$ cat src/geom_pkg.sv
`default_nettype none

package geom_pkg;

    ////////////////////////////////////////////////////////////
    // Scalar types
    ////////////////////////////////////////////////////////////

    typedef logic signed [31:0] coord_t;   // Two's-complement fixed point
    typedef logic [1:0]         row_idx_t; // Matrix row index

    ////////////////////////////////////////////////////////////
    // Vectors and commands
    ////////////////////////////////////////////////////////////

    // Vertex, matrix row, or viewport (x, y, width, height)
    typedef struct packed {
        coord_t x;
        coord_t y;
        coord_t z;
        coord_t w;
    } vec4_t;

    typedef vec4_t [3:0] mat4_t; // Row 0 in the low slot

    typedef enum logic [1:0] {
        CMD_LOAD_ROW     = 2'd0,
        CMD_SET_VIEWPORT = 2'd1,
        CMD_VERTEX       = 2'd2
    } cmd_op_t;

    typedef struct packed {
        cmd_op_t  op;
        row_idx_t row;   // Only used by CMD_LOAD_ROW
        vec4_t    data;
    } geom_cmd_t;

    // Divider output in normalized device coordinates
    typedef struct packed {
        coord_t x;
        coord_t y;
        coord_t z;
    } ndc_t;

    typedef struct packed {
        coord_t x;
        coord_t y;
        coord_t z;       // Depth in 0..1
    } screen_t;

endpackage

`default_nettype wire
$ cat src/matrix_store.sv
`timescale 1ns/1ns
`default_nettype none

module matrix_store (
    input  logic               clk,
    input  logic               rst_n,
    input  logic               row_load,
    input  geom_pkg::row_idx_t row_sel,
    input  geom_pkg::vec4_t    row_data,
    output geom_pkg::mat4_t    rows
);
    import geom_pkg::*;

    ////////////////////////////////////////////////////////////
    // Transform matrix, one row written per load
    ////////////////////////////////////////////////////////////

    // Cleared at reset so an unloaded matrix maps every vertex to zero
    always_ff @(posedge clk)
    begin
        if (!rst_n)
        begin
            rows <= '0;
        end
        else if (row_load)
        begin
            rows[row_sel] <= row_data;
        end
    end

endmodule

`default_nettype wire

$ cat config.mk
export PLATFORM = sky130hd
export DESIGN_NAME = matrix_store
export DESIGN_NICKNAME = d
export VERILOG_FILES = /design/src/geom_pkg.sv /design/src/matrix_store.sv
export SDC_FILE = /design/constraint.sdc
export NUM_CORES = 1
export LEC_CHECK = 0
export ABC_CLOCK_PERIOD_IN_PS = 1100
export BUFFER_PORTS_ARGS = -buffer_cell sky130_fd_sc_hd__buf_4
export CAP_MARGIN = 20
export CORE_AREA = 5 5 248 250
export DETAILED_ROUTE_END_ITERATION = 10
export DIE_AREA = 0 0 253 255
export GPL_ROUTABILITY_DRIVEN = 0
export SETUP_SLACK_MARGIN = 0.2
export SKIP_LAST_GASP = 1
export SYNTH_ARGS = -nofsm -noshare
export SYNTH_HDL_FRONTEND = slang
export SYNTH_SLANG_ARGS = --single-unit
export TNS_END_PERCENT = 30
$ cat constraint.sdc
create_clock -name clk -period 1.1 [get_ports clk]
set_clock_uncertainty 0.05 [all_clocks]
set_input_delay 0.11 -clock clk [delete_from_list [all_inputs] [get_ports clk]]
set_output_delay 0.11 -clock clk [all_outputs]
set_load 0.02 [all_outputs]
==> summary.txt <==
Floorplanning
  – Core Region: about 0.059 mm2
  – Core Rows: 89
  – Initial core utilization: 31.7%
  – Ports: 645
  – Die Wd: 253 um
  – Die Ht: 255 um
  – Die footprint: 0.0645 mm2

Timing
  – Hold Fails Final Rpt: 6
  – Min setup slack post-route: -0.139 ns
  – Slew HR: 73.4%
  – Crit path time final: 1.24 ns
  – RSZ-0062 raised after global routing: yes
  – Hold_ws: -0.00725 ns
  – Final setup violation count: 512
  – Maximum clock rate: 807 MHz
  – Final Cycle Share: 113%
  – Final Slew Violations: 0
  – Worst slew pin tran: 0.397 ns

Finish
  – Area grow syn2layout: 60.8%
  – Largest registers: rows x512
  – Final Net Count: 2811
  – Post-route cell area: between 0.02 and 0.03 mm2
  – Max reg flops: 512
  – Layout cell share with drive strength beyond 1: ~45%
  – Fillers: approximately 5200
  – Most flops, register: rows
  – # diodes: 0
  – Non-Filler Instances: 3485

Synthesis
  – Cells taking the most area after synthesis: dfxtp_1 (55%), mux2i_1 (28%), nand2_1 (13%)
  – Register area share after synthesis: 55.1%
  – Yosys warning count: 0
  – Synth Cell Area: 0.0186 mm2
  – Leading area contributor after synthesis: dfxtp_1
  – Netlist cell types: 10
  – Post-Syn Area per Cell: 10.4 um2
  – Post-synthesis instance total: 1795
  – Syn_nets: 1928
  – Seq cells post-synth: ~510
  – Yosys top cell area share: 55.1%

Pwr
  – Leakage Power: 14.9 nW
  – Total Power: approximately 43 mW
  – PwrDens: 1430 mW/mm2
  – Maximum VDD drop: 1.37 mV

Place
  – Dpl ws: -0.220 ns
  – Area after DPL: 0.0250 mm2
  – Placed cell count: 3218
  – DP HPWL: approximately 49000 um
  – Buffers on Ports: 644

CTS
  – Clock Tree Buf Depth: 3
  – TritonCTS Buffers: 53
  – Clock sinks: ~500
  – H-tree depth: 2
  – Root buffer cell: clkbuf_16
  – Latest clock arrival within the worst-skew pair: 0.57 ns
  – Clock transition at path regs: 0.06 ns
  – CTS tree: yes

Route
  – Via Count: 15988
  – Iter 0 DRT Violations: about 670
  – Pre-Repair DR Iteration Count: 4
  – Routed len/inst: 19.0 um
  – DRC viols: 0
  – Routed Wire Length: ~66000 um
  – Post-DRT Antenna Nets: 0
  – DR vias/cell: 4.59

Worst hold path
  – Min-delay worst type: input pin to flip-flop

Critical path
  – Critical Path AT: 1.08 ns
  – CP top delay family: flip-flops
  – Critical path data required time: 0.94 ns
  – Worst Setup End Kind: output pin
  – Worst path slowest cell: dfxtp_1
  – Crit-path max cell delay: about 0.36 ns
  – CP Max Fanout: 2
  – Critical path class: flip-flop to output pin
  – Startpoint Class: flip-flop
  – Critical path, cell by cell: buf_4
  – WP buf/inv: 1

Run status
  – Result of the run: complete, but fails checks
  – Violated checks: negative hold slack, negative setup slack

Job
  – Maxcap violations: 0

GRT
  – Largest net degree at the start of global routing: 63
  – Initial antenna violation count: 0
  – Gr ovfl total: 0
  – Vias in the first global route: 16448
  – Tot GR Track Use: 19.0%
  – First-pass GRT wire length: 97300 um
## path summary, 6_finish.rpt
kind	startpoint	endpoint	slack [ns]	cells past startpoint
worst min-delay path	rst_n	rows[17]$_SDFFE_PN0P_	-0.007	4
worst max register to register	rows[181]$_SDFFE_PN0P_	rows[181]$_SDFFE_PN0P_	0.31	3
worst max-delay path	rows[316]$_SDFFE_PN0P_	rows[316]	-0.14	1
worst min register to register	rows[310]$_SDFFE_PN0P_	rows[310]$_SDFFE_PN0P_	0.41	2
## Yosys cell counts (all sizes together)
| master | number |
|---|---|
| nand2 | 640 |
| dfxtp | 512 |
| mux2i | 512 |
| buf | 116 |
| clkbuf | 11 |
| nand3b | 2 |
| nand3 | 1 |
| nor3b | 1 |
## placed cells by master (no fill, tap or decap), drive strengths merged
cell type    count
dfxtp          512
buf            826
clkinv           7
bufinv           3
clkbuf          77
nand3b           2
nand2          640
mux2i          512
dlygate4sd3    129
inv              2
nor3b            1
nand3            1
## where the power goes
part           total [mW]  internal, mW  switching (mW)  leakage, nW
clock                17.6          10.4            7.24        0.839
combinational        5.55          2.69            2.86         9.73
sequential           19.8          19.3           0.477         4.31
total                42.9          32.3            10.6         14.9
## routing by layer
layer  vias up  routed length [um]  track usage (%)
li1       7667                   -                -
met1      7690               26600             23.1
met2       476               32000             32.3
met3       155                4440             4.79
met4         0                3040             7.94
met5         -                   0                0
## cell families after synthesis
kind of cell / synth area share [%]
and+or+nand+nor: 13.1
muxes: 27.5
DFF: 55.1
buffers and inverters: 4.30
## repair_timing
action | CTS | global route
gates cloned | 0 | 0
endpoints found under the setup margin | 512 | 512
pin swaps | 0 | 0
buffers inserted | 20 | 29
resized for setup | 326 | 294
hold buffers | 127 | 2
endpoints found under the hold margin | 506 | 23
## per-stage QoR
step	hold WS [ns]	util, %	TNS, ns
5_1_grt	-0.0323	50.9	-79.85
3_5_place_dp	0.399	42.6	-60.80
3_3_place_gp	0.389	42.6	-52.12
4_1_cts	-0.0512	49.3	-82.56
6_report	-0.00725	50.9	-49.71
2_1_floorplan	0.228	-	0
## final cells by class
| class | instances | area (um2) | share of cell area [%] |
|---|---|---|---|
| repair buffers | 955 | 9040 | 30.2 |
| clock inverters | 12 | 146 | 0.489 |
| well taps | 773 | 967 | 3.23 |
| clock buffers | 77 | 1550 | 5.17 |
| multi-input cells | 1156 | 7580 | 25.3 |
| flip-flops and latches | 512 | 10600 | 35.6 |
No activity file was read; power rests on OpenSTA's default activity.
