`config.mk`:
```
export PLATFORM = sky130hd
export DESIGN_NAME = persp_divide
export DESIGN_NICKNAME = d
export VERILOG_FILES = /design/src/geom_pkg.sv /design/src/persp_divide.sv
export SDC_FILE = /design/constraint.sdc
export NUM_CORES = 1
export LEC_CHECK = 0
export BUFFER_PORTS_ARGS = -buffer_cell sky130_fd_sc_hd__buf_2
export CAP_MARGIN = 10
export CORE_MARGIN = 10
export CORE_UTILIZATION = 35
export CTS_CLUSTER_DIAMETER = 60
export DETAILED_ROUTE_END_ITERATION = 10
export GPL_TIMING_DRIVEN = 0
export HOLD_SLACK_MARGIN = 0.15
export SYNTH_ARGS = -nofsm -noshare
export SYNTH_HDL_FRONTEND = slang
export SYNTH_SLANG_ARGS = --single-unit
```
`constraint.sdc`:
```
create_clock -name clk -period 8.2 [get_ports clk]
set_input_delay 0 -clock clk [delete_from_list [all_inputs] [get_ports clk]]
set_output_delay 0 -clock clk [all_outputs]
set_load 0.05 [all_outputs]
```
`src/geom_pkg.sv`:
```
`default_nettype none

package geom_pkg;

    ////////////////////////////////////////////////////////////
    // Scalar types
    ////////////////////////////////////////////////////////////

    typedef logic signed [31:0] coord_t;   // Two's-complement fixed point
    typedef logic [1:0]         row_idx_t; // Matrix row index

    ////////////////////////////////////////////////////////////
    // Vectors and commands
    ////////////////////////////////////////////////////////////

    // Vertex, matrix row, or viewport (x, y, width, height)
    typedef struct packed {
        coord_t x;
        coord_t y;
        coord_t z;
        coord_t w;
    } vec4_t;

    typedef vec4_t [3:0] mat4_t; // Row 0 in the low slot

    typedef enum logic [1:0] {
        CMD_LOAD_ROW     = 2'd0,
        CMD_SET_VIEWPORT = 2'd1,
        CMD_VERTEX       = 2'd2
    } cmd_op_t;

    typedef struct packed {
        cmd_op_t  op;
        row_idx_t row;   // Only used by CMD_LOAD_ROW
        vec4_t    data;
    } geom_cmd_t;

    // Divider output in normalized device coordinates
    typedef struct packed {
        coord_t x;
        coord_t y;
        coord_t z;
    } ndc_t;

    typedef struct packed {
        coord_t x;
        coord_t y;
        coord_t z;       // Depth in 0..1
    } screen_t;

endpackage

`default_nettype wire
```
`src/persp_divide.sv`:
```
`timescale 1ns/1ns
`default_nettype none

module persp_divide #(
    parameter int FRAC_BITS = 16
) (
    input  logic            clk,
    input  logic            rst_n,
    input  geom_pkg::vec4_t clip,
    input  logic            clip_valid,
    output logic            clip_ready,
    output geom_pkg::ndc_t  ndc,
    output logic            ndc_valid,
    input  logic            ndc_ready,
    output logic            idle
);
    import geom_pkg::*;

    localparam int NUM_W = 32 + FRAC_BITS;       // Iterations per divide
    localparam int CNT_W = $clog2(NUM_W + 1);

    typedef enum logic [1:0] {
        IDLE,
        DIV,
        DONE
    } div_state_t;

    div_state_t       state;
    logic [CNT_W-1:0] step;
    logic [31:0]      dvs_q;         // |w|, shared by all three lanes
    logic [31:0]      rem_q  [3];
    logic [NUM_W-1:0] quo_q  [3];
    logic [2:0]       neg_q;
    coord_t           num    [3];
    logic [32:0]      rem_sh [3];
    logic [32:0]      rem_dif [3];
    coord_t           res    [3];

    function automatic logic [31:0] magnitude(input coord_t v);
        return v[31] ? -v : v;
    endfunction

    assign num[0] = clip.x;
    assign num[1] = clip.y;
    assign num[2] = clip.z;

    ////////////////////////////////////////////////////////////
    // Restoring step, three lanes in lockstep
    ////////////////////////////////////////////////////////////

    always_comb
    begin
        for (int i = 0; i < 3; i++)
        begin
            rem_sh[i]  = {rem_q[i], quo_q[i][NUM_W-1]};
            rem_dif[i] = rem_sh[i] - {1'b0, dvs_q};  // Bit 32 set means no fit
            res[i]     = neg_q[i] ? (32'd0 - quo_q[i][31:0]) : quo_q[i][31:0];
        end
    end

    assign clip_ready = (state == IDLE);
    assign ndc_valid  = (state == DONE);
    assign idle       = (state == IDLE);

    always_ff @(posedge clk)
    begin
        if (!rst_n)
        begin
            state <= IDLE;
            step  <= '0;
        end
        else
        begin
            case (state)
                IDLE:
                begin
                    step <= '0;
                    if (clip_valid) state <= DIV;
                end
                DIV:
                begin
                    step <= step + 1'b1;
                    if (step == CNT_W'(NUM_W)) state <= DONE;  // Sign cycle
                end
                DONE: if (ndc_ready) state <= IDLE;
                default: state <= IDLE;
            endcase
        end
    end

    always_ff @(posedge clk)
    begin
        if (state == IDLE && clip_valid)
        begin
            dvs_q <= magnitude(clip.w);
            for (int i = 0; i < 3; i++)
            begin
                rem_q[i] <= '0;
                quo_q[i] <= {magnitude(num[i]), {FRAC_BITS{1'b0}}};
                neg_q[i] <= num[i][31];
            end
        end
        else if (state == DIV && step != CNT_W'(NUM_W))
        begin
            for (int i = 0; i < 3; i++)
            begin
                rem_q[i] <= rem_dif[i][32] ? rem_sh[i][31:0] : rem_dif[i][31:0];
                quo_q[i] <= {quo_q[i][NUM_W-2:0], ~rem_dif[i][32]};
            end
        end
        else if (state == DIV)
        begin
            ndc.x <= res[0];  // Truncated toward zero
            ndc.y <= res[1];
            ndc.z <= res[2];
        end
    end

endmodule

`default_nettype wire

```
==> metrics.txt <==
clock power share 0.310; Rows 94; Post-synth EDFFs 371; Post-CTS Setup Bufs 0; Post-synth top cells edfxtp_1 (371), nand2_1 (232), o21ai_0 (205), xnor2_1 (190), nor2_1 (173); total power between 6000 and 7000 uW; final hold violation count 0; kind of critical path flop to flop; final setup violation count 0; clock sinks roughly 380; gpl congestion between 0.9 and 1; Vias/cell between 5 and 6; setup slack, reg-to-reg between 3 and 4 ns; clk_lat worst skew between 0.5 and 0.6 ns; Synth cell types 65; # IOs 231; slowest stage delay, CP 0.62 ns; sequential share of the synthesized area 0.483; initial antenna violation count 4; Iter 0 DRT Violations roughly 1300; P_sw a little over 2000 uW; P&R area growth vs syn 25.7%; Worst EP arrival between 5 and 6 ns; crit-path cells inv_1 > ha_1 > fa_1 > nand2b_1 > a21oi_1 > o31a_1 > a31oi_1 > o21bai_1 > o2111ai_1 > a31oi_1 > xor2_1 > buf_2 > buf_1 > mux2i_1 > nor2_1; most frequent CP cell a31oi_1; syn nets 2504; nets@finish 3000; DR vias between 15000 and 20000; full die area 77600 sq um; DRC Markers 0; cell area after placement between 20000 and 30000 sq um; period utilization 0.593; mapped cell area around 23000 sq um; fmax a little over 200 MHz; core area 66000 sq um; Comb power frac 0.297; Synth warnings 0; synth top area cells edfxtp_1 (48%), xnor2_1 (7.1%), ha_1 (5.6%); Cell Pwr Density 221 nW/um^2; switch share 0.319; first-pass GRT wire length approximately 100000 um; top cell type's share of synthesized area 0.476; routed wire length 65900 um; P_int about 4400 uW; Setup crit end rem_q[0][17]; largest net degree at the start of global routing 67; Post-Route Skew 0.0163 ns; GRT Total Usage 0.162; slew margin rel. 0.375; Max-Cap Viols 0; HPWL after DPL 48700 um; Crit. End Element flop; Peak VDD IR ~150 uV; Clk pin slew, worst setup/hold paths 0.06 ns; Root Driver clkbuf_16; Fill cells just over 6000; Max Slew Vio Count 0; Final WS setup between 3 and 4 ns; CP required 8.51 ns; area leader, netlist edfxtp_1; DRT antenna net count 0; grt ovf 0; fraction of layout cells with a size suffix above 1 0.118; Yosys reg bits around 380; drt pass-1 iters 7; Die W between 200 and 300 um; RSZ-0062 raised after global routing false; reg2reg start quo_q[0][47]; syn_area_per_cell ~10 sq um; Min-Delay Path Class input port to flop; minimum clock period 4.87 ns; Pleak about 0.011 uW; Syn Inst Count between 2000 and 2500; Worst Reg-to-Reg Cells 15; CTS buffer count between 40 and 50; vias in the first global route ~19000; DP Cell Count roughly 3400; most common cell in the netlist edfxtp_1; Port Buf Inserts 230; fraction of registers with async set/reset 0; maximum clock path buffer count 3; top_reg_cell synth edfxtp_1; setup TNS 0 ns; crit path launch type flop; post-route insts no fill 3665; Starting Density 0.355; Die H 279 um; Worst Setup SP quo_q[0][47]; part of the power in registers 0.393; post-place setup slack 3.41 ns; Final Instance Area around 30000 sq um; CP max-delay cell buf_1; worst-margin pin slew between 0.9 and 1 ns; outcome completed; RR Endpoint rem_q[0][17]; worst-path fanout max 10; HP Start clip[0]; CTS tree yes; H-tree levels 2; routed len/inst between 15 and 20 um
[worst min path at each step]
stage               endpoint  slack [ns]  cells after the start
floorplan           dvs_q[0]         0.1                      0
global placement    dvs_q[0]        0.23                      1
detailed placement  dvs_q[0]        0.23                      1
CTS                 dvs_q[0]        0.16                      2
global route        dvs_q[0]        0.18                      2
finish              dvs_q[0]        0.18                      2
[cells in the final DEF, fill, tap and decap left out, types with 15 or more instances in the layout]
cell / count
a211oi_1: 17
a21o_1: 37
a21oi_1: 117
and3_1: 46
buf_2: 233
clkbuf_1: 83
clkbuf_16: 46
dlygate4sd3_1: 211
edfxtp_1: 371
ha_1: 105
inv_1: 81
mux2i_1: 78
nand2_1: 232
nand2b_1: 39
nand3_1: 28
nor2_1: 173
nor2b_1: 15
nor3_1: 19
o21ai_0: 205
o31ai_1: 55
o41ai_1: 39
or3_1: 35
or4_1: 34
xnor2_1: 190
xor2_1: 109
[layout make-up]
type | count | area (sq um) | share of cell area
multi-input combinational | 1714 | 11500 | 0.390
sequential | 379 | 11300 | 0.384
timing repair buffer | 448 | 3430 | 0.117
clock buffer | 54 | 1190 | 0.0405
tap | 864 | 1080 | 0.0368
buffer | 90 | 345 | 0.0117
inverter | 81 | 304 | 0.0103
clock inverter | 28 | 279 | 0.00949
antenna | 7 | 17.5 | 0.000596
[sequential cells by signal, summed over array words and instances, names as in the netlist]
name	count
dvs_q	32
ndc	96
neg_q	3
quo_q	144
rem_q	96
state	2
step	6
[cell families (layout without fill, tap and decap cells)]
| family | after synthesis | after routing | share of synthesized area |
|---|---|---|---|
| other | 0 | 7 | 0 |
| flip-flops | 379 | 379 | 0.483 |
| buffers and inverters | 171 | 701 | 0.0278 |
| AND/OR/NAND/NOR | 684 | 684 | 0.141 |
| AO/OA/AOI/OAI | 544 | 544 | 0.144 |
| XOR/XNOR | 299 | 299 | 0.112 |
| adder cells (fa/ha/maj) | 108 | 108 | 0.0587 |
| multiplexers | 79 | 79 | 0.0339 |
[per-layer routing]
layer / GRT usage / vias to the layer above / share of wire
li1: - / 9343 / -
met1: 0.213 / 9262 / 0.45
met3: 0.0253 / 118 / 0.058
met5: 0 / - / 0
met2: 0.267 / 604 / 0.46
met4: 0.0548 / 0 / 0.029
[power by group through the flow]
| stage | Combinational [uW] | Sequential (uW) | Clock [uW] |
|---|---|---|---|
| after floorplan | 1370 | 2560 | 0 |
| after global placement | 1760 | 2610 | 0 |
| after detailed placement | 1810 | 2590 | 0 |
| after CTS | 1920 | 2560 | 2060 |
| after global routing | 2140 | 2580 | 2150 |
| final | 1940 | 2560 | 2020 |
[repair_timing]
| item | CTS | global route |
|---|---|---|
| resized for setup | 0 | 0 |
| endpoints found under the hold margin | 174 | 0 |
| hold buffers | 211 | 0 |
[worst max-delay path, delay by kind of cell, from the launching register on]
| family | cells | cell delay [ns] |
|---|---|---|
| flip-flops | 1 | 0.56 |
| multiplexers | 1 | 0.32 |
| XOR/XNOR | 1 | 0.19 |
| AND/OR/NAND/NOR | 2 | 0.26 |
| adder cells (fa/ha/maj) | 2 | 0.63 |
| buffers and inverters | 3 | 1.04 |
| AO/OA/AOI/OAI | 6 | 1.57 |
[metrics by stage]
step	util	hold slack, ns
finish	0.446	0.179
global route	0.446	0.178
CTS	0.446	0.155
detailed placement	0.391	0.228
global placement	0.388	0.229
floorplan	-	0.0989
(Power assumes the default switching activity.)
