**src/geom_pkg.sv**
```systemverilog
`default_nettype none

package geom_pkg;

    ////////////////////////////////////////////////////////////
    // Scalar types
    ////////////////////////////////////////////////////////////

    typedef logic signed [31:0] coord_t;   // Two's-complement fixed point
    typedef logic [1:0]         row_idx_t; // Matrix row index

    ////////////////////////////////////////////////////////////
    // Vectors and commands
    ////////////////////////////////////////////////////////////

    // Vertex, matrix row, or viewport (x, y, width, height)
    typedef struct packed {
        coord_t x;
        coord_t y;
        coord_t z;
        coord_t w;
    } vec4_t;

    typedef vec4_t [3:0] mat4_t; // Row 0 in the low slot

    typedef enum logic [1:0] {
        CMD_LOAD_ROW     = 2'd0,
        CMD_SET_VIEWPORT = 2'd1,
        CMD_VERTEX       = 2'd2
    } cmd_op_t;

    typedef struct packed {
        cmd_op_t  op;
        row_idx_t row;   // Only used by CMD_LOAD_ROW
        vec4_t    data;
    } geom_cmd_t;

    // Divider output in normalized device coordinates
    typedef struct packed {
        coord_t x;
        coord_t y;
        coord_t z;
    } ndc_t;

    typedef struct packed {
        coord_t x;
        coord_t y;
        coord_t z;       // Depth in 0..1
    } screen_t;

endpackage

`default_nettype wire
```
**src/geom_cmd_ctrl.sv**
```systemverilog
`timescale 1ns/1ns
`default_nettype none

module geom_cmd_ctrl (
    input  logic                clk,
    input  logic                rst_n,
    input  geom_pkg::geom_cmd_t cmd,
    input  logic                cmd_req,
    output logic                cmd_ack,
    output geom_pkg::vec4_t     vtx,
    output logic                vtx_valid,
    input  logic                vtx_ready,
    output logic                row_load,
    output geom_pkg::row_idx_t  row_sel,
    output geom_pkg::vec4_t     row_data,
    output logic                vp_load,
    output geom_pkg::vec4_t     vp_data,
    input  logic                xform_idle,
    input  logic                pipe_idle
);
    import geom_pkg::*;

    typedef enum logic {
        S_IDLE,  // Waiting for cmd_req
        S_ACK    // cmd_ack high, waiting for cmd_req to drop
    } cmd_state_t;

    cmd_state_t state;
    logic       pending;
    logic       go;

    assign pending = (state == S_IDLE) && cmd_req;

    // Ordering condition per command type
    always_comb
    begin
        case (cmd.op)
            CMD_VERTEX:       go = vtx_ready;
            CMD_LOAD_ROW:     go = xform_idle;  // Matrix in use by a vertex
            CMD_SET_VIEWPORT: go = pipe_idle;   // Older vertices drain first
            default:          go = 1'b1;        // Unknown op, just acknowledged
        endcase
    end

    ////////////////////////////////////////////////////////////
    // Strobes, one per handshake
    ////////////////////////////////////////////////////////////

    assign vtx_valid = pending && (cmd.op == CMD_VERTEX);
    assign row_load  = pending && (cmd.op == CMD_LOAD_ROW) && xform_idle;
    assign vp_load   = pending && (cmd.op == CMD_SET_VIEWPORT) && pipe_idle;

    assign vtx      = cmd.data;
    assign row_sel  = cmd.row;
    assign row_data = cmd.data;
    assign vp_data  = cmd.data;

    assign cmd_ack = (state == S_ACK);

    always_ff @(posedge clk)
    begin
        if (!rst_n)
        begin
            state <= S_IDLE;
        end
        else
        begin
            case (state)
                S_IDLE: if (pending && go) state <= S_ACK;
                S_ACK:  if (!cmd_req) state <= S_IDLE;
                default: state <= S_IDLE;
            endcase
        end
    end

endmodule

`default_nettype wire

```
**config.mk**
```make
export PLATFORM = sky130hd
export DESIGN_NAME = geom_cmd_ctrl
export DESIGN_NICKNAME = d
export VERILOG_FILES = /design/src/geom_pkg.sv /design/src/geom_cmd_ctrl.sv
export SDC_FILE = /design/constraint.sdc
export NUM_CORES = 1
export LEC_CHECK = 0
export BUFFER_PORTS_ARGS = -buffer_cell sky130_fd_sc_hd__clkbuf_2
export CORE_AREA = 5 5 204 206
export CTS_BUF_LIST = sky130_fd_sc_hd__clkbuf_4
export DETAILED_ROUTE_END_ITERATION = 7
export DIE_AREA = 0 0 209 211
export GPL_ROUTABILITY_DRIVEN = 0
export GPL_TIMING_DRIVEN = 0
export SLEW_MARGIN = 20
export SYNTH_ARGS = -nofsm -noshare
export SYNTH_HDL_FRONTEND = slang
export SYNTH_SLANG_ARGS = --single-unit
```
**constraint.sdc**
```tcl
create_clock -name clk -period 0.8 [get_ports clk]
set_input_delay 0.04 -clock clk [delete_from_list [all_inputs] [get_ports clk]]
set_output_delay 0.04 -clock clk [all_outputs]
set_load 0.02 [all_outputs]
```
==> results of run 1 <==
[timing repair]
| action | CTS | global route |
|---|---|---|
| endpoints found under the hold margin | 0 | 0 |
| resized for setup | 4 | 2 |
| setup buffers | 1 | 0 |
| endpoints found under the setup margin | 4 | 4 |
| pin swaps | 2 | 0 |
[Yosys cell counts (all sizes together)]
cell | count | share of area, %
nand2 | 2 | 0.25
nand2b | 1 | 0.46
nor2 | 1 | 0.13
nor4b | 2 | 0.59
nor3b | 1 | 0.25
dfxtp | 1 | 0.67
buf | 386 | 97
mux2i | 1 | 0.33
nor3 | 1 | 0.17
a211oi | 1 | 0.25
[worst max-delay path, delay by kind of cell (launching register included)]
| kind | cells | cell delay [ns] |
|---|---|---|
| buffers and inverters | 1 | 0.19 |
| AND/OR/NAND/NOR | 2 | 0.38 |
| flip-flops | 1 | 0.31 |
[final cells by class]
cell class / instances / area, sq um / share of cell area (%)
Buffer: 386 / 2900 / 51.0
Tap cell: 525 / 657 / 11.6
Sequential cell: 1 / 21.3 / 0.374
Multi-Input combinational cell: 10 / 97.6 / 1.72
Timing Repair Buffer: 398 / 2010 / 35.3
[power by group through the flow]
stage          Combinational, uW  Sequential [uW]  Clock [uW]
2_1_floorplan               2850             61.2           0
3_3_place_gp                3940             58.1           0
3_5_place_dp                3960             58.1           0
4_1_cts                     3980             57.2           0
5_1_grt                     4130             57.6           0
6_report                    3930             57.4           0
[logic make-up after synthesis]
kind of cell	count (synthesis)	synth area share [%]
compound gates	1	0.251
mux	1	0.335
simple gates	8	1.84
buf+inv	386	96.9
flops	1	0.669
[metrics by stage]
stage	utilization (%)	TNS [ns]	hold slack (ns)
final	14.4	-0.170	0.269
after global routing	14.4	-0.358	0.301
after CTS	14.4	-0.240	0.272
after detailed placement	14.3	-0.405	0.276
after global placement	14.3	-0.380	0.268
after floorplan	-	-0.369	0.118
[metal layers]
metal  GRT usage (%)  routed length, um
met1            6.06               5170
met3            1.59               1660
met2            12.3               8610
met4          0.0225                  7
met5               0                  0
[final timing paths]
kind | end | slack, ns | cells after the start | from
min | cmd_ack | 0.27 | 3 | rst_n
max reg2reg | cmd_ack | -0.01 | 2 | cmd_ack
min reg2reg | cmd_ack | 0.58 | 2 | cmd_ack
max | row_load | -0.12 | 3 | cmd_ack
[placed cells by master (no fill, tap or decap)]
cell type  netlist  routed
dfxtp_2          0       1
nor2_1           1       1
buf_4          386     389
nor3b_2          0       1
a211oi_1         1       1
clkbuf_8         0       1
clkbuf_2         0     394
mux2i_1          1       1
nor4b_4          0       1
nand2_1          2       2
nand2b_4         1       1
nor4b_1          2       1
nor3_2           0       1
==> metrics list, run 1 <==
* Setup slack at placement: -0.226 ns
- STA classifies the critical path endpoint as an output pin.
- Initial antenna violation count: 0
- Setup Skew: 0 ns
- In the final routed layout, each cell accounts on average for 11.7 um.
* Share of the clock period used by the worst path: 115%
* Net count of the mapped netlist: 535
* Number of filler instances in the final layout: 4,580
- Summing every instance area after synthesis gives 2990 sq um.
* Unrepaired setup endpoints after global routing: true
* Fin. max-slew vios: 0
* Via count of the first global-routing pass: 3,278
- First-pass GRT wire length: 20.3 mm
- The checks that failed: negative setup slack.
- After technology mapping, the gate count stands at 397.
- Iter 0 DRT Violations: 34
- DPL Wire Length: 14.9 mm
* Worst slew pin tran: 0.281 ns
- The run finished, with violations left.
- In this run the worst hold path is classified as in2reg.
- Mean cell area of the mapped netlist: 7.53 sq um
- In the final layout, the share of cells above drive strength 1 is 99.2%.
- Global routing used 5.84% of the available tracks across all layers.
* Max-cap viol count: 0
* CP Data Arrival Time: 0.88 ns
* Largest voltage drop on the vdd net: 0.291 mV
- The largest individual stage delay along the critical path comes from the cell dfxtp_2.
- Post-detailed-route DRC marker count: 0
- Number of flip-flops under the largest register name: 1
* Endpoints failing hold: 0
- Clock edge transition at the registers on the reported setup and hold paths: 0 ns
* FP Rows: 73
- In this run the remaining antenna-violating nets after routing total 0.
- Clock share of power: 0%
- Leftover overflow at the end of global routing: 0
* Antenna Cells: 0
- STA puts the critical path data required time at 0.76 ns.
* # setup viols final: 4
* Slowest cell delay on critical path: 0.31 ns
- Net count, final: 935
- Slew HR: 81.3%
- The internal portion of the total power is 1920 uW.
- Achievable Freq: 1090 MHz
- The count of buffers added on input and output ports is 397.
- Of the total power, combinational logic draws 98.6%.
* Placeable Area: 39,500 sq um
- Part of the power in registers: 1.4%
* Power density relative to cell area: 701 nW/um^2
* Via density per instance: 2.54
* Number of library cell types mapped by synthesis: 10
- Area grow syn2layout: 90.0%
* Static leakage power: 0.00356 uW
- The placed instances occupy a cell area of 5660 sq um.
- After clock tree synthesis, the flow added hold-fix buffers numbering 0.
- Period minus WS final: 0.921 ns
* Synth warnings: 0
- Summed over all nets, the switching power comes to 2060 uW.
* Final design area excluding fillers: 5680 sq um
* Post-placement cell count: 1,319
* Overall Power: 3980 uW
* First-pass DRT Iterations: 4
- Top-level I/O count: 528
- Post-detailed-routing wire length: 15.5 mm
- Initial cell density of the core: 7.58%
- Least setup slack across all paths after layout: -0.121 ns
- In this run, synthesis produced a sequential element count of 1.
- Measured along the x axis, the die boundary spans 209 um.
* Area of the die: 44,100 sq um
- The die is 211 um tall.
* Switch share: 51.7%
* Maximum fanout along the worst path: 3
* Cell chain of the critical path: nand2b_4, nor4b_4, clkbuf_8
- The worst setup path is launched from a register.
* Start-to-end type of the worst setup path: reg2out
- The count of cells in the finished layout, fillers not included, comes to 1,320.
* Later-pin clock latency in the skew report: 0 ns
- Detailed-route via count: 3,349
- Share of the yosys chip area belonging to registers: 0.669%
- Entering global routing, the biggest net connects 6 pins.
Note: power is estimated with default switching activity, not from simulation.
==> run 2, diff against run 1 <==
--- a/config.mk
+++ b/config.mk
@@ -12,6 +12,7 @@
 export DIE_AREA = 0 0 209 211
 export GPL_ROUTABILITY_DRIVEN = 0
 export GPL_TIMING_DRIVEN = 0
+export SKIP_CTS_REPAIR_TIMING = 1
 export SLEW_MARGIN = 20
 export SYNTH_ARGS = -nofsm -noshare
 export SYNTH_HDL_FRONTEND = slang
==> metrics list, run 2 (synthesized netlist as in run 1, its figures left out) <==
- The run finished, with violations left.
- The checks that failed: negative setup slack.
- The number of max-cap violations came to 0 (unchanged).
* Util after Layout: 14.4% (-0.016 points)
* Final design area excluding fillers: 5680 sq um (-0.11%)
- On the critical path, the stage with the largest delay is an instance of dfxtp_2.
- The worst hold margin came to 0.266 ns (-0.00287 ns).
- Maximum fanout along the worst path: 4 (+1)
- The max-slew violation total from the final report was 0 (unchanged).
* Iter 0 DRT Violations: 48 (+41%)
- Largest voltage drop on the vdd net: 0.291 mV (about the same)
- Placeable Area: 39,500 sq um (unchanged)
* Final Non-Filler Cells: 1,320 (unchanged)
- Area after DPL: 5660 sq um (unchanged)
* Net count, final: 935 (unchanged)
* Clock edge transition at the registers on the reported setup and hold paths: 0 ns (unchanged)
- The total track usage came to 5.83% (-0.012 points).
- Kind of start point of the critical path: register
- Initial antenna violation count: 0 (unchanged)
- Cell chain of the critical path: nand2b_4, nor4b_4, buf_4
* Origin of the critical flop-to-flop path: cmd_ack
- Share of final-layout standard cells stronger than drive strength 1: 99.2% (unchanged)
* Leftover overflow at the end of global routing: 0 (unchanged)
* Die height: 211 um (unchanged)
- Static leakage power: 0.00355 uW (about the same)
* End point of the most critical hold path: cmd_ack
* Routed Antenna Nets: 0 (unchanged)
- Cell count of the worst reg-to-reg path: 2 (unchanged)
* Post-detailed-route DRC marker count: 0 (unchanged)
* Slowest cell delay on critical path: 0.31 ns (about the same)
- Start-to-end type of the worst setup path: reg2out
- Min-delay src: rst_n
- The worst hold path belongs to the class in2reg.
- Worst slew pin tran: 0.252 ns (-0.0292 ns)
- Worst endpoint required time: 0.76 ns (about the same)
- The maximum number of pins on one net before global-route repair is 6 (unchanged).
* Achievable Freq: 1100 MHz (+1.4%)
- The number of iterations in the first detailed-routing pass is 4 (unchanged).
- First-pass GRT wire length: 20.3 mm (-0.17%)
- Later-pin clock latency in the skew report: 0 ns (unchanged)
- Part of the total power dissipated in combinational logic: 98.5% (about the same)
* Number of flip-flops under the largest register name: 1 (unchanged)
* Unrepaired setup endpoints after global routing: true
* Detailed-route via count: 3,345 (-0.12%)
- The internal power of the cells came to 1920 uW (about the same).
- The number of buffer cells added on primary ports came to 397 (unchanged).
- Switch share: 51.7% (about the same)
- The number of hold-slack violations in the final timing report was 0 (unchanged).
* Share of the clock period used by the worst path: 114% (-1.5 points)
- The worst register-to-register path ends at cmd_ack.
* Top-level I/O count: 528 (unchanged)
- The total power density per cell area came to 702 nW/um^2 (about the same).
* Die Span X: 209 um (unchanged)
* Most frequent cells in the layout: clkbuf_2 (394), buf_4 (390), nand2_1 (2)
* Leading cell type in the layout, fill and taps excluded: clkbuf_2
- Area grow syn2layout: 89.8%
* Setup Skew: 0 ns (unchanged)
- The minimum clock period came to 0.908 ns (-0.0124 ns).
- The power dissipated by switching net loads was 2060 uW (about the same).
- The relative contribution of sequential cells to total power came to 1.5% (about the same).
- # setup viols final: 4 (unchanged)
- Post-placement cell count: 1,319 (unchanged)
- Wire length per cell after detailed routing: 11.7 um (about the same)
- Slack of the worst reg-to-reg path: -0.01 ns (about the same)
- Hold Path Stages: 3 (unchanged)
- The number of vias per cell after detailed routing was 2.53 (-0.12%).
- The worst setup path is captured at an output pin.
- The die footprint was 44,100 sq um (unchanged).
- Least setup slack across all paths after layout: -0.108 ns (+0.0124 ns)
* Slew HR: 83.0% (+1.6 points)
- FP Rows: 73 (unchanged)
* Post-detailed-routing wire length: 15.5 mm (about the same)
- The number of global-route vias before repair was 3,276 (-0.061%).
* CP Data Arrival Time: 0.87 ns (about the same)
- The starting density of the core was 7.58% (unchanged).
- The final total power came to 3980 uW (about the same).
* Clock share of power: 0% (unchanged)
* DPL Wire Length: 14.9 mm (unchanged)
* Antenna Cells: 0 (unchanged)
## run 2: changes by cell type in the layout (fill, tap and decap cells not counted)
cell	before	now
buf_4	389	390
clkbuf_8	1	0
## run 2: layer usage
metal | share of wire (%) | vias up | wire (um) | track usage, %
met1 | 33 | 1437 | 5170 | 6.06
met4 | 0 | 0 | 0 | 0.0225
met5 | 0 | - | 0 | 0
met3 | 11 | 0 | 1680 | 1.60
li1 | - | 1610 | - | -
met2 | 56 | 298 | 8610 | 12.2
## run 2: how the worst max path moves through the flow
stage	end	startpoint	cells past startpoint	slack, ns
floorplan	row_load	cmd_ack	2	-0.16
detailed placement	row_load	cmd_ack	3	-0.23
finish	row_load	cmd_ack	3	-0.11
global route	row_load	cmd_ack	3	-0.15
CTS	row_load	cmd_ack	3	-0.23
global placement	row_load	cmd_ack	3	-0.22
## run 2: metrics by stage
| step | TNS (ns) | setup slack [ns] |
|---|---|---|
| 6_report | -0.282 | -0.108 |
| 5_1_grt | -0.473 | -0.151 |
| 2_1_floorplan | -0.369 | -0.157 |
| 3_3_place_gp | -0.380 | -0.218 |
| 3_5_place_dp | -0.405 | -0.226 |
| 4_1_cts | -0.403 | -0.227 |
## run 2: critical path, delay by kind of cell, from the launching register on
kind                   cells  cell delay (ns)
buffers and inverters      1             0.19
DFF                        1             0.31
and+or+nand+nor            2             0.36
## run 2: layout make-up
| type | instances | area (sq um) |
|---|---|---|
| buffer | 386 | 2900 |
| timing repair buffer | 398 | 2000 |
| tap | 525 | 657 |
| multi-input combinational | 10 | 97.6 |
| sequential | 1 | 21.3 |
| fill | 4583 | 33800 |
## run 2: power groups by stage
stage	Sequential, uW	Clock (uW)	Combinational [uW]
5_1_grt	58.4	0	4130
3_5_place_dp	58.1	0	3960
6_report	58.1	0	3930
4_1_cts	58.2	0	3970
3_3_place_gp	58.1	0	3940
2_1_floorplan	61.2	0	2850
==> run 3, diff against run 2 <==
--- a/config.mk
+++ b/config.mk
@@ -6,12 +6,15 @@
 export NUM_CORES = 1
 export LEC_CHECK = 0
 export BUFFER_PORTS_ARGS = -buffer_cell sky130_fd_sc_hd__clkbuf_2
-export CORE_AREA = 5 5 204 206
-export CTS_BUF_LIST = sky130_fd_sc_hd__clkbuf_4
+export CELL_PAD_IN_SITES_DETAIL_PLACEMENT = 2
+export CELL_PAD_IN_SITES_GLOBAL_PLACEMENT = 2
+export CORE_ASPECT_RATIO = 0.5
+export CORE_MARGIN = 5
+export CORE_UTILIZATION = 10
 export DETAILED_ROUTE_END_ITERATION = 7
-export DIE_AREA = 0 0 209 211
 export GPL_ROUTABILITY_DRIVEN = 0
 export GPL_TIMING_DRIVEN = 0
+export PLACE_DENSITY_LB_ADDON = 0.1
 export SKIP_CTS_REPAIR_TIMING = 1
 export SLEW_MARGIN = 20
 export SYNTH_ARGS = -nofsm -noshare
==> metrics list, run 3 (synthesized netlist as in run 1, its figures left out) <==
- Result of the run: finished, violations left
* Failing checks: negative setup slack
* Area grow syn2layout: 83.9%
- The number of buffer cells added on primary ports came to 397 (unchanged).
* Switch share: 52.4% (+0.64 points)
- Worst min path class: in2reg
* Antenna Cells: 0 (unchanged)
- The via count of the routed design is 3,380 (+1.0%).
- Setup crit end kind: output pin
- Leaving out fill and tap cells, the most frequent cells in the layout are clkbuf_2 (394), buf_4 (389), nand2_1 (2).
- Unrepaired setup endpoints after global routing: true
- On the critical path the largest part of the delay comes from simple AND/OR/NAND/NOR gates.
- The worst supply voltage drop on vdd is 0.148 mV (-49%).
* Least setup slack across all paths after layout: -0.0953 ns (+0.0131 ns)
* Combined area of the multi-input logic cells: 97.6 sq um (unchanged)
- Clock share of power: 0% (unchanged)
- The final net count came to 934 (-0.11%).
- Slew HR: 82.7% (-0.29 points)
- The relative contribution of sequential cells to total power was 1.4% (about the same).
* Part of the total power dissipated in combinational logic: 98.6% (about the same)
* First-pass DRT Iterations: 4 (unchanged)
* Die height: 132 um (-37%)
- The placement-stage cell area was 5490 sq um (-3.0%).
* Fin. max-slew vios: 0 (unchanged)
* Internal power of the cells: 1920 uW (-0.22%)
* Worst Path Buf+Inv: 1 (unchanged)
* Static leakage power: 0.00355 uW (-0.12%)
* Iter 0 DRT Violations: 38 (-21%)
- The number of vias per cell after detailed routing was 2.85 (+13%).
- Placeable Area: 29,200 sq um (-26%)
- The clock slew at the register clock pins of the worst setup and hold paths is 0 ns (unchanged).
- The number of placed I/O pins came to 528 (unchanged).
- Power density relative to cell area: 732 nW/um^2 (+4.3%)
* Area of the die: 33,700 sq um (-24%)
* Kind of start point of the critical path: register
* Number of cells on the critical path: 3 (unchanged)
- Number of filler instances in the final layout: 3,566 (-22%)
* Worst endpoint required time: 0.76 ns (about the same)
* Maximum fanout along the worst path: 4 (unchanged)
* Wire length per cell after detailed routing: 15.2 um (+29%)
- Share of the clock period used by the worst path: 112% (-1.6 points)
* Via count of the first global-routing pass: 3,559 (+8.6%)
* Start-to-end type of the worst setup path: reg2out
- The cell total after placement came to 1,185 (-10%).
- DPL Wire Length: 17.6 mm (+18%)
- The number of max-cap violations was 0 (unchanged).
* Setup Skew: 0 ns (unchanged)
- The library cell used most frequently in the layout, excluding fill and tap cells, is clkbuf_2.
- The count of standard-cell rows was 44 (-40%).
* Final Non-Filler Cells: 1,185 (-10%)
- The peak per-stage delay on the critical path was 0.31 ns (about the same).
- The minimum clock period was 0.895 ns (-0.0131 ns).
- The final design instance area without fill was 5500 sq um (-3.1%).
- The final count of negative-setup-slack endpoints is 4 (unchanged).
- Die Span X: 255 um (+22%)
- The layout cell share with drive strength beyond 1 is 99.2% (about the same).
- Endpoints failing hold: 0 (unchanged)
- Number of flip-flops under the largest register name: 1 (unchanged)
- Cell chain of the critical path: nand2b_4, nor4b_4, buf_4
* Initial cell density of the core: 10.2% (+2.7 points)
- The global route total overflow came to 0 (unchanged).
- Post-detailed-routing wire length: 18.0 mm (+16%)
- Maximum number of pins on one net before global-route repair: 6 (unchanged)
- Cell with the largest stage delay on the worst path: dfxtp_2
- The final routed DRC violation total was 0 (unchanged).
* Later-pin clock latency in the skew report: 0 ns (unchanged)
- Worst slew pin tran: 0.256 ns (+0.00432 ns)
* Achievable Freq: 1120 MHz (+1.5%)
- The total track usage was 9.47% (+3.6 points).
- NetSw: 2110 uW (+2.4%)
- Cell count of the worst reg-to-reg path: 2 (unchanged)
- CP Data Arrival Time: 0.86 ns (about the same)
- Hold Path Stages: 3 (unchanged)
* Initial antenna violation count: 0 (unchanged)
* Flip-flop and latch area: 21.3 sq um (unchanged)
* First-pass GRT wire length: 24.4 mm (+20%)
- Routed Antenna Nets: 0 (unchanged)
## run 3: metrics by stage
stage / TNS, ns / power, uW / hold WS (ns) / setup slack [ns] / util, %
global route: -0.531 / 4240 / 0.305 / -0.154 / 18.8
floorplan: -0.369 / 2920 / 0.118 / -0.157 / -
CTS: -0.487 / 4120 / 0.281 / -0.204 / 18.8
detailed placement: -0.487 / 4120 / 0.281 / -0.199 / 18.8
finish: -0.243 / 4030 / 0.272 / -0.0953 / 18.8
global placement: -0.493 / 4100 / 0.262 / -0.213 / 18.8
## run 3: final cells by class
cell class | count | share of cell area (%)
plain buffers | 386 | 52.7
multi-input cells | 10 | 1.77
flip-flops and latches | 1 | 0.387
well taps | 391 | 8.89
repair buffers | 397 | 36.3
## run 3: power by group through the flow
stage	clock, uW	combinational, uW	sequential [uW]
after CTS	0	4060	57.7
after floorplan	0	2850	61.2
final	0	3970	57.5
after detailed placement	0	4060	57.7
after global placement	0	4040	57.5
after global routing	0	4180	58.4
## run 3: worst paths after layout
check | from | endpoint | slack (ns)
max | cmd_ack | row_load | -0.1
min | rst_n | cmd_ack | 0.27
max reg2reg | cmd_ack | cmd_ack | -0.02
min reg2reg | cmd_ack | cmd_ack | 0.54
## run 3: tightest hold or removal path, stage by stage
cell	delay [ns]
clkbuf_2	0.08
nand2_1	0.06
a211oi_1	0.04
## run 3: routing by layer
layer	GRT usage (%)	vias up	part of all wire (%)
li1	-	1610	-
met1	6.90	1642	24
met2	24.1	124	70
met3	1.60	4	5.7
met4	0.356	0	0.43
met5	0	-	0
